## config.mk

```make
export PLATFORM = sky130hd
export DESIGN_NAME = l2_way_select
export DESIGN_NICKNAME = d
export VERILOG_FILES = /design/src/common/l2_cache_pkg.sv /design/src/l2_ctrl/l2_way_select.sv
export SDC_FILE = /design/constraint.sdc
export NUM_CORES = 1
export LEC_CHECK = 0
export BUFFER_PORTS_ARGS = -buffer_cell sky130_fd_sc_hd__buf_2
export CORE_UTILIZATION = 38
export DETAILED_ROUTE_END_ITERATION = 6
export PLACE_DENSITY = 0.93
export SYNTH_ARGS = -nofsm -noshare
export SYNTH_HDL_FRONTEND = slang
export SYNTH_SLANG_ARGS = --single-unit
```

## constraint.sdc

```tcl
create_clock -name vclk -period 6.72
set_input_delay 1.68 -clock vclk [all_inputs]
set_output_delay 1.68 -clock vclk [all_outputs]
set_load 0.005 [all_outputs]
```

## src/common/l2_cache_pkg.sv

```systemverilog
// fixed 28-bit word address, 128-bit words, 4 words per line, 4 ways; index width is a module parameter
`default_nettype none

package l2_cache_pkg;

    // word address width
    parameter int ADDR_BITS      = 28;
    // associativity
    parameter int WAYS           = 4;
    parameter int WORDS_PER_LINE = 4;

    // word address, offset in the two low bits
    typedef logic [ADDR_BITS-1:0] addr_t;
    // address without word offset
    typedef logic [ADDR_BITS-3:0] line_addr_t;
    typedef logic [127:0]         word_t;
    // word n sits at bits 128n upward
    typedef logic [511:0]         line_t;
    typedef logic [1:0]           way_t;
    typedef logic [1:0]           word_sel_t;
    typedef logic [3:0]           word_mask_t;
    // bit 0 picks the pair, bit 1 ways 0/1, bit 2 ways 2/3
    typedef logic [2:0]           plru_t;

    // requester command, rw high for a write
    typedef struct packed {
        addr_t addr;
        logic  rw;
        word_t wdata;
    } l2_req_t;

    // memory command, one full line per transfer
    typedef struct packed {
        logic       rw;
        line_addr_t line_addr;
        line_t      wdata;
    } mem_req_t;

    // controller states
    typedef enum logic [2:0] {
        ST_IDLE,
        ST_LOOKUP,
        ST_WRITEBACK,
        ST_REFILL,
        ST_RESPOND
    } l2_state_t;

endpackage

`default_nettype wire

```

## src/l2_ctrl/l2_way_select.sv

```systemverilog
// purely combinational; assumes at most one way holds a given tag
`timescale 1ns/1ps
`default_nettype none

module l2_way_select
    import l2_cache_pkg::*;
#(
    parameter int TAG_BITS = 17
) (
    input  wire logic [TAG_BITS-1:0]            cmd_tag,
    input  wire logic [WAYS-1:0][TAG_BITS-1:0]  tags,
    input  wire word_mask_t                     valid,
    input  wire word_mask_t                     dirty,
    input  wire plru_t                          plru,
    output logic                                hit,
    output way_t                                hit_way,
    output way_t                                victim_way,
    output logic                                victim_dirty,
    output logic [TAG_BITS-1:0]                 victim_tag,
    output plru_t                               plru_next
);

    logic any_invalid;
    way_t first_invalid;
    way_t plru_way;
    way_t acc_way;

    // tag compare on valid ways
    always_comb begin
        hit     = 1'b0;
        hit_way = '0;
        // walk downward so the lowest match wins
        for (int w = WAYS - 1; w >= 0; w--) begin
            if (valid[w] && tags[w] == cmd_tag) begin
                hit     = 1'b1;
                hit_way = way_t'(w);
            end
        end
    end

    // lowest invalid way, if any
    always_comb begin
        any_invalid   = 1'b0;
        first_invalid = '0;
        for (int w = WAYS - 1; w >= 0; w--) begin
            if (!valid[w]) begin
                any_invalid   = 1'b1;
                first_invalid = way_t'(w);
            end
        end
    end

    // tree walk, bit 0 first
    assign plru_way = plru[0] ? {1'b1, plru[2]} : {1'b0, plru[1]};

    assign victim_way   = any_invalid ? first_invalid : plru_way;
    assign victim_dirty = valid[victim_way] && dirty[victim_way];
    assign victim_tag   = tags[victim_way];

    // way being touched by this access
    assign acc_way = hit ? hit_way : victim_way;

    // point the tree away from the touched way
    always_comb begin
        plru_next = plru;
        if (!acc_way[1]) begin
            plru_next[0] = 1'b1;
            plru_next[1] = !acc_way[0];
        end else begin
            plru_next[0] = 1'b0;
            plru_next[2] = !acc_way[0];
        end
    end

endmodule

`default_nettype wire

```

; ---- Yosys cells after proc, flatten, opt, wreduce, memory -nomap -nowiden
; Cells that the tools add are included.
[op_classes]
n_lt_le_gt_ge = 1
n_addsub = 0
reduce_logical = 6
multipliers = 0
eq_ne = 4
bitwise_logic = 0
n_div = 0
shifts = 0
mux = 28
[ops]
columns = operator, n
row1 = 17-bit == test, 4
row2 = 17-bit binary-select mux with 2-bit select, 1
row3 = 2-bit two-way mux, 11
row4 = 17-bit two-way mux, 1
row5 = 1-bit two-way mux, 13
row6 = 1-bit logical AND, 5
row7 = 1-bit binary-select mux with 2-bit select, 2
row8 = "2-bit by 3-bit < comparator with 1-bit output, second input constant", 1
row9 = 1-bit logical NOT, 1
[totals]
input_bits = 96
n_memories = 0
elab_cells = 39
ramBits = 0
romBits = 0
latch_bits = 0
register_bits = 0

; ---- Logic depth before layout (Yosys ltp)
[depth]
ltp_word = 9
depth_mapped = 8

; ---- Least setup slack after synthesis
; No wires, ideal clock.
[synth_path]
kind = input -> output
startpoint = input cmd_tag[16]
endpoint = output plru_next[2]
setup_slack_ns = 1.965
cell_stages = 6
arrival_time_ns = 3.075
path_cell_list = xor2_1 > nor4_1 > nand3_1 > or2_4 > a311oi_2 > mux2_4
[synth_between]
elab_chain_len = 9
[synth_rtl]
columns = element, line
row1 = start: declaration, l2_way_select.sv:10  ; input wire logic [TAG_BITS-1:0] cmd_tag,
row2 = 17-bit == test, l2_way_select.sv:34  ; if (valid[w] && tags[w] == cmd_tag) begin
row3 = 1-bit logical AND, l2_way_select.sv:34
row4 = 2-bit two-way mux or 1-bit two-way mux (tied branches) (4 in a row), l2_way_select.sv:34
row5 = 2-bit two-way mux (*), l2_way_select.sv:61  ; assign acc_way = hit ? hit_way : victim_way;
row6 = 1-bit logical NOT, l2_way_select.sv:71  ; plru_next[2] = !acc_way[0];
row7 = 1-bit two-way mux (*), l2_way_select.sv:66  ; if (!acc_way[1]) begin
row8 = end: declaration, l2_way_select.sv:20  ; output plru_t plru_next
; Mark *: on every way between the ends. The rest lies on a longest branch, timed or not.

; ---- Final worst setup path
; Ends and elaborated chain as after synthesis.

==> results.ini <==
[critical_path]
path_cells = buf_2 -> xor2_1 -> nor4_1 -> nand3_1 -> or2_4 -> a311oi_2 -> mux2_4 -> buf_2
end_kind = primary output
crit_type = input pin to primary output
cpMostUsedCell = buf_2
arrival_ns = 3.65
crit_fanout = 4
required_ns = 5.04
critPathLaunch = cmd_tag[16]
crit_slowest_cell = nor4_1
cpPeakStageDelay_ns = 0.40
startpoint_type = input pin
critPathTopFamily = simple AND/OR/NAND/NOR gates
cp.buffers_inverters = 2

[layout]
drive_gt1_share_pct = 55.89
seq_cells = 0
fin_nets = 361
num-clock-buffers = 0
fin_area_um2 = 2043
seq_area_um2 = 0
areaGrowthSynthToFinish_pct = 47.78
antennaDiodeCount = 0

[timing]
rsz0062_at_grt = no
fin_setup_tns_ns = 0
postLayoutSetupSlackWorst_ns = 1.390
fin_crit_ns = 5.330
finalHoldViolations = 0
fmax_ghz = 0.1876
period_share_pct = 79.32
maxSlewHeadroom_pct = 46.42
slew_viol_final = 0
setup_viol = 0
tightest_slew_ns = 0.8017

[cts]
hold_buffers = 0
post_cts_buffers = 0
cts_resized = 0

[route]
wire_per_inst_um = 15.55
first_pass_iters = 4
drcViolationCount = 0
dr.first_iter.drc_count = 68
vias = 1653
vias_per_cell = 5.350
postRouteAntennaNets = 0
routed_wl_um = 4806

[grt]
grt_overflow = 0
grt_use_total_pct = 24.37
antenna_found_initial = 0
grt_pass1_wl_um = 7679
grt_max_degree = 19
grt_pass1_vias = 1688

[yosys]
synth_top_area_share_pct = 27.69
ys_types = 25
synth_area_leader_cell = mux4_2
synthMostInstantiatedCell = xor2_1
yosys-top-cells-count = 37 x xor2_1, 31 x xnor2_1, 17 x mux4_2
syn_avg_cell_area_um2 = 9.668
synth-seq-area-share_pct = 0
synth_cells = 143
syn_nets = 239
synthTopCellsByArea = mux4_2 28%, xor2_1 23%, xnor2_1 20%, nor4_1 4.1%, nand4_1 3.6%
synth_warnings = 0
netlist_area_um2 = 1383

[pwr]
powerDensity_nw_per_um2 = 68.05
p_leak_nw = 0.9514
irDropWorstVdd_v = 0.00003126

[die]
die_w_um = 62.32
initial_core_util_pct = 40.48
ioPinCount = 122
coreArea_um2 = 3416
die-area_um2 = 3884
die_h_um = 62.32
rows = 21

[place]
gp_congestion = 0.8984
pre_cts_slack_ns = 1.472
port_buffers = 122
hpwl_um = 4263
dpl_cell_area_um2 = 2043

[worst_hold_path]
hold_path_class = input pin to primary output
hold_path.startpoint = plru[2]

[run_status]
outcome = finished, final reports clean

[run]
maxCapViolations = 0

[final cells by class]
type	instances	area [um2]
fill	339	1373
multi-input combinational	135	1349
timing repair buffer	123	618.1
tap	46	57.56
inverter	5	18.77
[metrics by stage]
| step | cells | utilization, % | total power, W | hold slack [ns] |
|---|---|---|---|---|
| 2_1_floorplan | 143 | - | 0.00006913 | 3.461 |
| 3_3_place_gp | 309 | 59.82 | 0.0001365 | 3.684 |
| 3_5_place_dp | 309 | 59.82 | 0.0001380 | 3.687 |
| 4_1_cts | 309 | 59.82 | 0.0001390 | 3.688 |
| 5_1_grt | 309 | 59.82 | 0.0001491 | 3.703 |
| 6_report | 309 | 59.82 | 0.0001391 | 3.686 |
[power breakdown]
part | total, W | switching, W | internal, W | leakage [nW]
Combinational | 0.000139 | 0.0000652 | 0.0000738 | 0.951
Sequential | 0 | 0 | 0 | 0
Clock | 0 | 0 | 0 | 0
[placed cells by master (no fill, tap or decap)]
cell type / count
a21o_1: 1
a21oi_1: 1
a311oi_2: 1
a31o_1: 2
a32oi_1: 1
and2_1: 1
buf_2: 122
buf_4: 1
inv_1: 5
mux2_1: 1
mux2_4: 1
mux2i_1: 2
mux4_2: 17
nand2_1: 5
nand3_1: 4
nand4_1: 8
nand4_2: 1
nor2_1: 5
nor3_1: 2
nor4_1: 9
nor4_4: 2
o21bai_4: 1
o31ai_1: 1
or2_4: 1
xnor2_1: 31
xor2_1: 37
[final timing paths]
kind | to | slack, ns | cells past startpoint
worst max-delay path | plru_next[2] | 1.39 | 8
worst min-delay path | plru_next[2] | 3.69 | 3
[cells by family after synthesis]
logic type	after synthesis	share of synthesized area (%)
xor gates and xnor gates	68	43.08
and+or+nand+nor	38	17.65
muxes	21	31.04
AOI/OAI and AO/OA	8	5.792
buffers and inverters	8	2.443
[per-layer routing]
layer / track usage, % / wire [um]
met3: 2.206 / 366
met4: 4.651 / 70
met5: 0 / 0
met1: 29.40 / 1867
met2: 46.57 / 2502
(Power assumes the default switching activity.)
