$ cat src/common/l2_cache_pkg.sv
// fixed 28-bit word address, 128-bit words, 4 words per line, 4 ways; index width is a module parameter
`default_nettype none

package l2_cache_pkg;

    // word address width
    parameter int ADDR_BITS      = 28;
    // associativity
    parameter int WAYS           = 4;
    parameter int WORDS_PER_LINE = 4;

    // word address, offset in the two low bits
    typedef logic [ADDR_BITS-1:0] addr_t;
    // address without word offset
    typedef logic [ADDR_BITS-3:0] line_addr_t;
    typedef logic [127:0]         word_t;
    // word n sits at bits 128n upward
    typedef logic [511:0]         line_t;
    typedef logic [1:0]           way_t;
    typedef logic [1:0]           word_sel_t;
    typedef logic [3:0]           word_mask_t;
    // bit 0 picks the pair, bit 1 ways 0/1, bit 2 ways 2/3
    typedef logic [2:0]           plru_t;

    // requester command, rw high for a write
    typedef struct packed {
        addr_t addr;
        logic  rw;
        word_t wdata;
    } l2_req_t;

    // memory command, one full line per transfer
    typedef struct packed {
        logic       rw;
        line_addr_t line_addr;
        line_t      wdata;
    } mem_req_t;

    // controller states
    typedef enum logic [2:0] {
        ST_IDLE,
        ST_LOOKUP,
        ST_WRITEBACK,
        ST_REFILL,
        ST_RESPOND
    } l2_state_t;

endpackage

`default_nettype wire

$ cat src/rtl/l2_req_arbiter.sv
// fixed priority to ic; requesters must hold req and cmd until their done is seen
`timescale 1ns/1ps
`default_nettype none

module l2_req_arbiter
    import l2_cache_pkg::*;
(
    input  wire logic    clk,
    input  wire logic    rst_n,
    input  wire logic    ic_req,
    input  wire l2_req_t ic_cmd,
    input  wire logic    dc_req,
    input  wire l2_req_t dc_cmd,
    output logic         cmd_valid,
    output l2_req_t      cmd,
    input  wire logic    done,
    output logic         ic_done,
    output logic         dc_done
);

    // transaction in flight
    logic busy;
    // 1 when the dc port owns the cache
    logic owner_dc;

    always_ff @(posedge clk or negedge rst_n) begin
        if (!rst_n) begin
            busy     <= 1'b0;
            owner_dc <= 1'b0;
        end else if (!busy) begin
            if (ic_req || dc_req) begin
                busy     <= 1'b1;
                // ic first when both ask
                owner_dc <= !ic_req;
            end
        end else if (done) begin
            // free again after the response cycle
            busy <= 1'b0;
        end
    end

    assign cmd_valid = busy;

    // owner's cmd stays stable while it waits for done
    assign cmd = owner_dc ? dc_cmd : ic_cmd;

    // completion back to the owner only
    assign ic_done = done && !owner_dc;
    assign dc_done = done && owner_dc;

endmodule

`default_nettype wire

$ cat config.mk
export PLATFORM = sky130hd
export DESIGN_NAME = l2_req_arbiter
export DESIGN_NICKNAME = d
export VERILOG_FILES = /design/src/common/l2_cache_pkg.sv /design/src/rtl/l2_req_arbiter.sv
export SDC_FILE = /design/constraint.sdc
export NUM_CORES = 1
export LEC_CHECK = 0
export BUFFER_PORTS_ARGS = -buffer_cell sky130_fd_sc_hd__buf_4
export CORE_AREA = 3 3 183 185
export CTS_BUF_LIST = sky130_fd_sc_hd__clkbuf_8 sky130_fd_sc_hd__clkbuf_16
export CTS_CLUSTER_SIZE = 28
export DETAILED_ROUTE_END_ITERATION = 8
export DIE_AREA = 0 0 186 188
export HOLD_SLACK_MARGIN = 0.02
export SETUP_SLACK_MARGIN = 0.4
export SYNTH_ARGS = -nofsm -noshare
export SYNTH_HDL_FRONTEND = slang
export SYNTH_SLANG_ARGS = --single-unit
$ cat constraint.sdc
create_clock -name clk -period 1.28 [get_ports clk]
set_input_delay 0.128 -clock clk [delete_from_list [all_inputs] [get_ports clk]]
set_output_delay 0.128 -clock clk [all_outputs]
set_load 0.05 [all_outputs]
After elaboration in Yosys (flattened, before gate mapping)

Index checks and enable logic that the tools add are counted.

Register bits after elaboration: 2
Input port bits: 319
Word-level logic and storage cells: 13

Multiplexer cells: 4
Bitwise gates (word level): 1
Reduce and logical (&&, ||, !) cells: 6

Operator list:

| cell                | count |
|---|---|
| 157-bit 2-to-1 mux  | 1 |
| 1-bit 2-to-1 mux    | 3 |
| 1-bit logical AND   | 2 |
| 1-bit logical NOT   | 2 |
| 2-bit AND reduction | 1 |
| 1-bit logical OR    | 1 |
| 1-bit inverter      | 1 |

Logic depth before layout (Yosys ltp)

Depth after elaboration: 3
Depth in mapped cells: 4
Depth with buffers taken out: 2

Worst setup path before layout

No wires, ideal clock.

Kind: register -> output
Start: register owner_dc
End: output port ic_done
Arrival: 1.459 ns
Setup slack: -0.307 ns
Cell stages (with the launch flop): 5
Cells stage by stage: dfrtp_1 > buf_6 > buf_6 > buf_6 > nor2b_1

Word-level cells in the longest chain between the ends: 2

Ends and longest elaborated chain:

| what                     | line                 | RTL |
|---|---|---|
| start: declaration       | l2_req_arbiter.sv:24 | `logic owner_dc;` |
| start signal: assignment | l2_req_arbiter.sv:34 | `owner_dc <= !ic_req;` |
| 1-bit logical NOT        | l2_req_arbiter.sv:48 | `assign ic_done = done && !owner_dc;` |
| 1-bit logical AND        | l2_req_arbiter.sv:48 |  |
| end: declaration         | l2_req_arbiter.sv:17 | `output logic ic_done,` |

Every way passes these cells.

==> flow_results.org <==
** Critical path
- At the worst endpoint, the arrival time is roughly 1.6 ns.
- The worst register-to-register path has a setup slack of -0.17 ns.
- Reg-to-reg endpoint :: owner_dc$_DFFE_PN0P_
- Endpoint type of the worst setup path :: output pin
- Element type at the critical path start :: flip-flop
- Data required time of the worst path :: 1.15 ns
- In this design, the stage delay of the slowest critical-path cell is around 0.53 ns.
- On the critical path, the stage with the largest delay is an instance of sky130_fd_sc_hd__dfrtp_4.
- Cell count of the worst reg-to-reg path :: 6
- Walking the worst path, the cells encountered are buf_12 -> clkbuf_16 -> mux2_4 -> buf_8.
- Of all nets on the critical path, the largest fanout is 8.
- Setup CP Type :: reg2out
- Startpoint of the most critical setup path :: owner_dc$_DFFE_PN0P_
- In this run the critical register-to-register path is launched from owner_dc$_DFFE_PN0P_.

** Detailed routing
- The detail route stage leaves a number of antenna-violating nets equal to 0.
- Before antenna repair, the detailed router went through 4 iterations.
- Across all layers, the routed design uses between 3k and 4k vias.
- In the final routed layout, each cell accounts on average for about 18 um.
- Ratio of routed vias to standard cells :: around 3.3
- After detailed routing, the total wire length is about 20000 um.
- In the routed design, unresolved DRC markers number 0.
- After the first detailed-routing iteration, the DRC count stood at 98.

** Timing
- Worst slew pin tran :: ~0.20 ns
- Setup violations remaining at the end of the flow were counted as 160.
- Setup repair after global routing missed its margin :: yes
- The final number of hold-violating endpoints came to 0.
- Final worst slack :: -0.442 ns
- After layout, the worst path uses 135% of the clock period.
- The worst path in the final design needs a cycle of around 1.7 ns, including I/O delays and setup.
- Setup TNS after final layout :: -64.33 ns
- Worst Clk Skew :: around 0.00024 ns
- The final number of max-transition violations is 0.
- Hold is met by about 0.11 ns.
- Headroom to the max-slew limit came out at ~87%.
- Maximum frequency from static timing analysis :: roughly 580 MHz

** Final layout
- Number of nets in the final layout :: 1008
- The library cells used most frequently in the layout, excluding fill and tap cells, are sky130_fd_sc_hd__buf_4 (319), sky130_fd_sc_hd__buf_6 (141), sky130_fd_sc_hd__mux2_4 (140).
- Compared with the post-synthesis result, the final layout area differs by 241%.
- Measured on the finished design, the core utilization comes to around a quarter.
- Number of standard cells in the layout, taps in and fillers out :: between 1k and 1.5k
- Count of filler cells inserted in the layout :: approximately 3.4k
- The library cell used most frequently in the layout, excluding fill and tap cells, is sky130_fd_sc_hd__buf_4.
- The post-route netlist has between 90% and 100% of its cells at a drive strength greater than 1.

** Floorplan
- Site Rows :: 66
- Boundary Pins :: 479
- The die covers 35000 um2.
- Initial Util :: 7.42%
- Die width :: approximately 190 um
- The region available for standard cell placement spans approximately 32000 um2.
- The floorplan step set the die height to about 190 um.

** Placement
- Counting tap cells, the placed design contains a total of between 1k and 1.5k instances.
- DP HPWL :: roughly 15000 um
- Number of port buffers :: ~480
- Routability cong. :: ~0.75

** GRT
- Entering global routing, the biggest net connects 20 pins.
- Number of antenna violations at the first check in global routing :: 0
- The via count of the first global-routing pass was 4050.
- The first global-routing pass estimated 24600 um of wire.
- In the global route stage, overall resource usage came out at 9.36%.
- Summed over all layers, the global routing overflow is 0.

** Hold path
- The worst hold path passes through 2 cells.
- Worst Min Path Start :: done
- The min-delay analysis places its worst path in the category in2reg.
- Hold path endpoint :: cmd_valid$_DFF_PN0_

** Clock tree
- Clock buffers created by TritonCTS :: 3
- No sink is reached through more buffers than the 2 on the longest clock path.
- Max H-tree Level :: 1
- The tree is rooted in a sky130_fd_sc_hd__clkbuf_16.
- Clock latency of the later-clocked register in the worst-skew pair :: about 0.22 ns
- Counting every sink on the clock net gives 2.
- TritonCTS clock tree :: yes
- Clock-pin slew was measured on the worst setup and hold paths at 0.03 ns.

** Synthesis
- Post-Synthesis Net Count :: 503
- Mean area per synthesized cell :: ~13 um2
- Flop and latch count out of synthesis :: 2
- Number of distinct library cells after synthesis :: 11
- Yosys printed 0 warnings.
- Post-Syn Area :: about 2400 um2
- Number of cells produced by synthesis :: between 150 and 200
- Sequential-to-total area share from yosys stat :: 2.10%

** Power
- In this run the power density over the cells is 1220 nW/um2.
- Leakage power total :: between 4 and 5 nW
- IR analysis of the VDD net gives a maximum drop of approximately 0.57 mV.

** Outcome
- Violated checks :: setup timing
- Result of the run :: complete, but fails checks

** Flow run
- Max-cap violations :: 0
[per-layer routing]
| layer | GRT usage [%] | vias to the layer above | wire length (um) |
|---|---|---|---|
| li1 | - | 1718 | - |
| met1 | 10.2 | 1666 | 7030 |
| met2 | 18.6 | 268 | 10500 |
| met3 | 2.25 | 4 | 1810 |
| met4 | 1.03 | 0 | 78 |
| met5 | 0 | - | 0 |
[power by group]
group	leakage (nW)	switching, mW	internal (mW)
logic	4.17	4.79	4.60
clock network	0.0370	0.0730	0.398
registers	0.0211	0.0291	0.0794
total	4.23	4.89	5.07
[area by class of cell]
cell class	instances	area, um2	share of cell area, %
Antenna cell	1	2.50	0.0307
Clock buffer	3	75.1	0.921
Inverter	1	3.75	0.0460
Multi-Input combinational cell	163	2350	28.8
Sequential cell	2	55.1	0.675
Tap cell	408	510	6.26
Timing Repair Buffer	518	5160	63.3
[timing repair]
| item | CTS | global route |
|---|---|---|
| endpoints found under the setup margin | 161 | 161 |
| gates cloned | 12 | 11 |
| resized for setup | 197 | 29 |
| buffers inserted | 6 | 1 |
| hold buffers | 1 | 0 |
| hold endpoints to repair | 2 | 0 |
[flip-flops by register name, summed over array words and instances, names as in the netlist]
signal	flops
owner_dc	1
cmd_valid	1
[metrics by stage]
| step | instance area, um2 | worst slack (ns) | power [mW] |
|---|---|---|---|
| after detailed placement | 6580 | -0.357 | 7.43 |
| final | 8160 | -0.442 | 9.96 |
| after CTS | 7790 | -0.443 | 9.47 |
| after global routing | 8150 | -0.461 | 10.3 |
| after global placement | 6580 | -0.334 | 7.40 |
| after floorplan | 2510 | 0.0105 | 5.23 |
[worst max-delay path: cells and delay by family (launching register included)]
kind,cells,cell delay (ns)
buffers and inverters,3,0.51
flip-flops,1,0.53
multiplexers,1,0.32
[logic make-up (layout without fill, tap and decap cells)]
family,Yosys count,after routing,synth area share (%)
compound gates,2,2,0.576
buf+inv,19,522,7.07
flops,2,2,2.10
mux,157,157,89.3
other cells,0,1,0
simple gates,4,4,0.995
[how the worst max path moves through the flow]
| stage | to | slack, ns |
|---|---|---|
| after floorplan | cmd[100] | 0.01 |
| after global placement | cmd[67] | -0.33 |
| after detailed placement | cmd[67] | -0.36 |
| after CTS | cmd[67] | -0.44 |
| after global routing | cmd[127] | -0.46 |
| final | cmd[10] | -0.44 |
[cell usage after synthesis, drive strengths merged]
cell type	n	area, um2
inv	1	3.75
nor2b	2	12.5
nor3	1	5.00
mux2	157	2130
dfrtp	2	50.1
a2bb2oi	1	8.76
buf	18	165
a21oi	1	5.00
and2	1	6.26
Power figures use the tool's default switching activity.
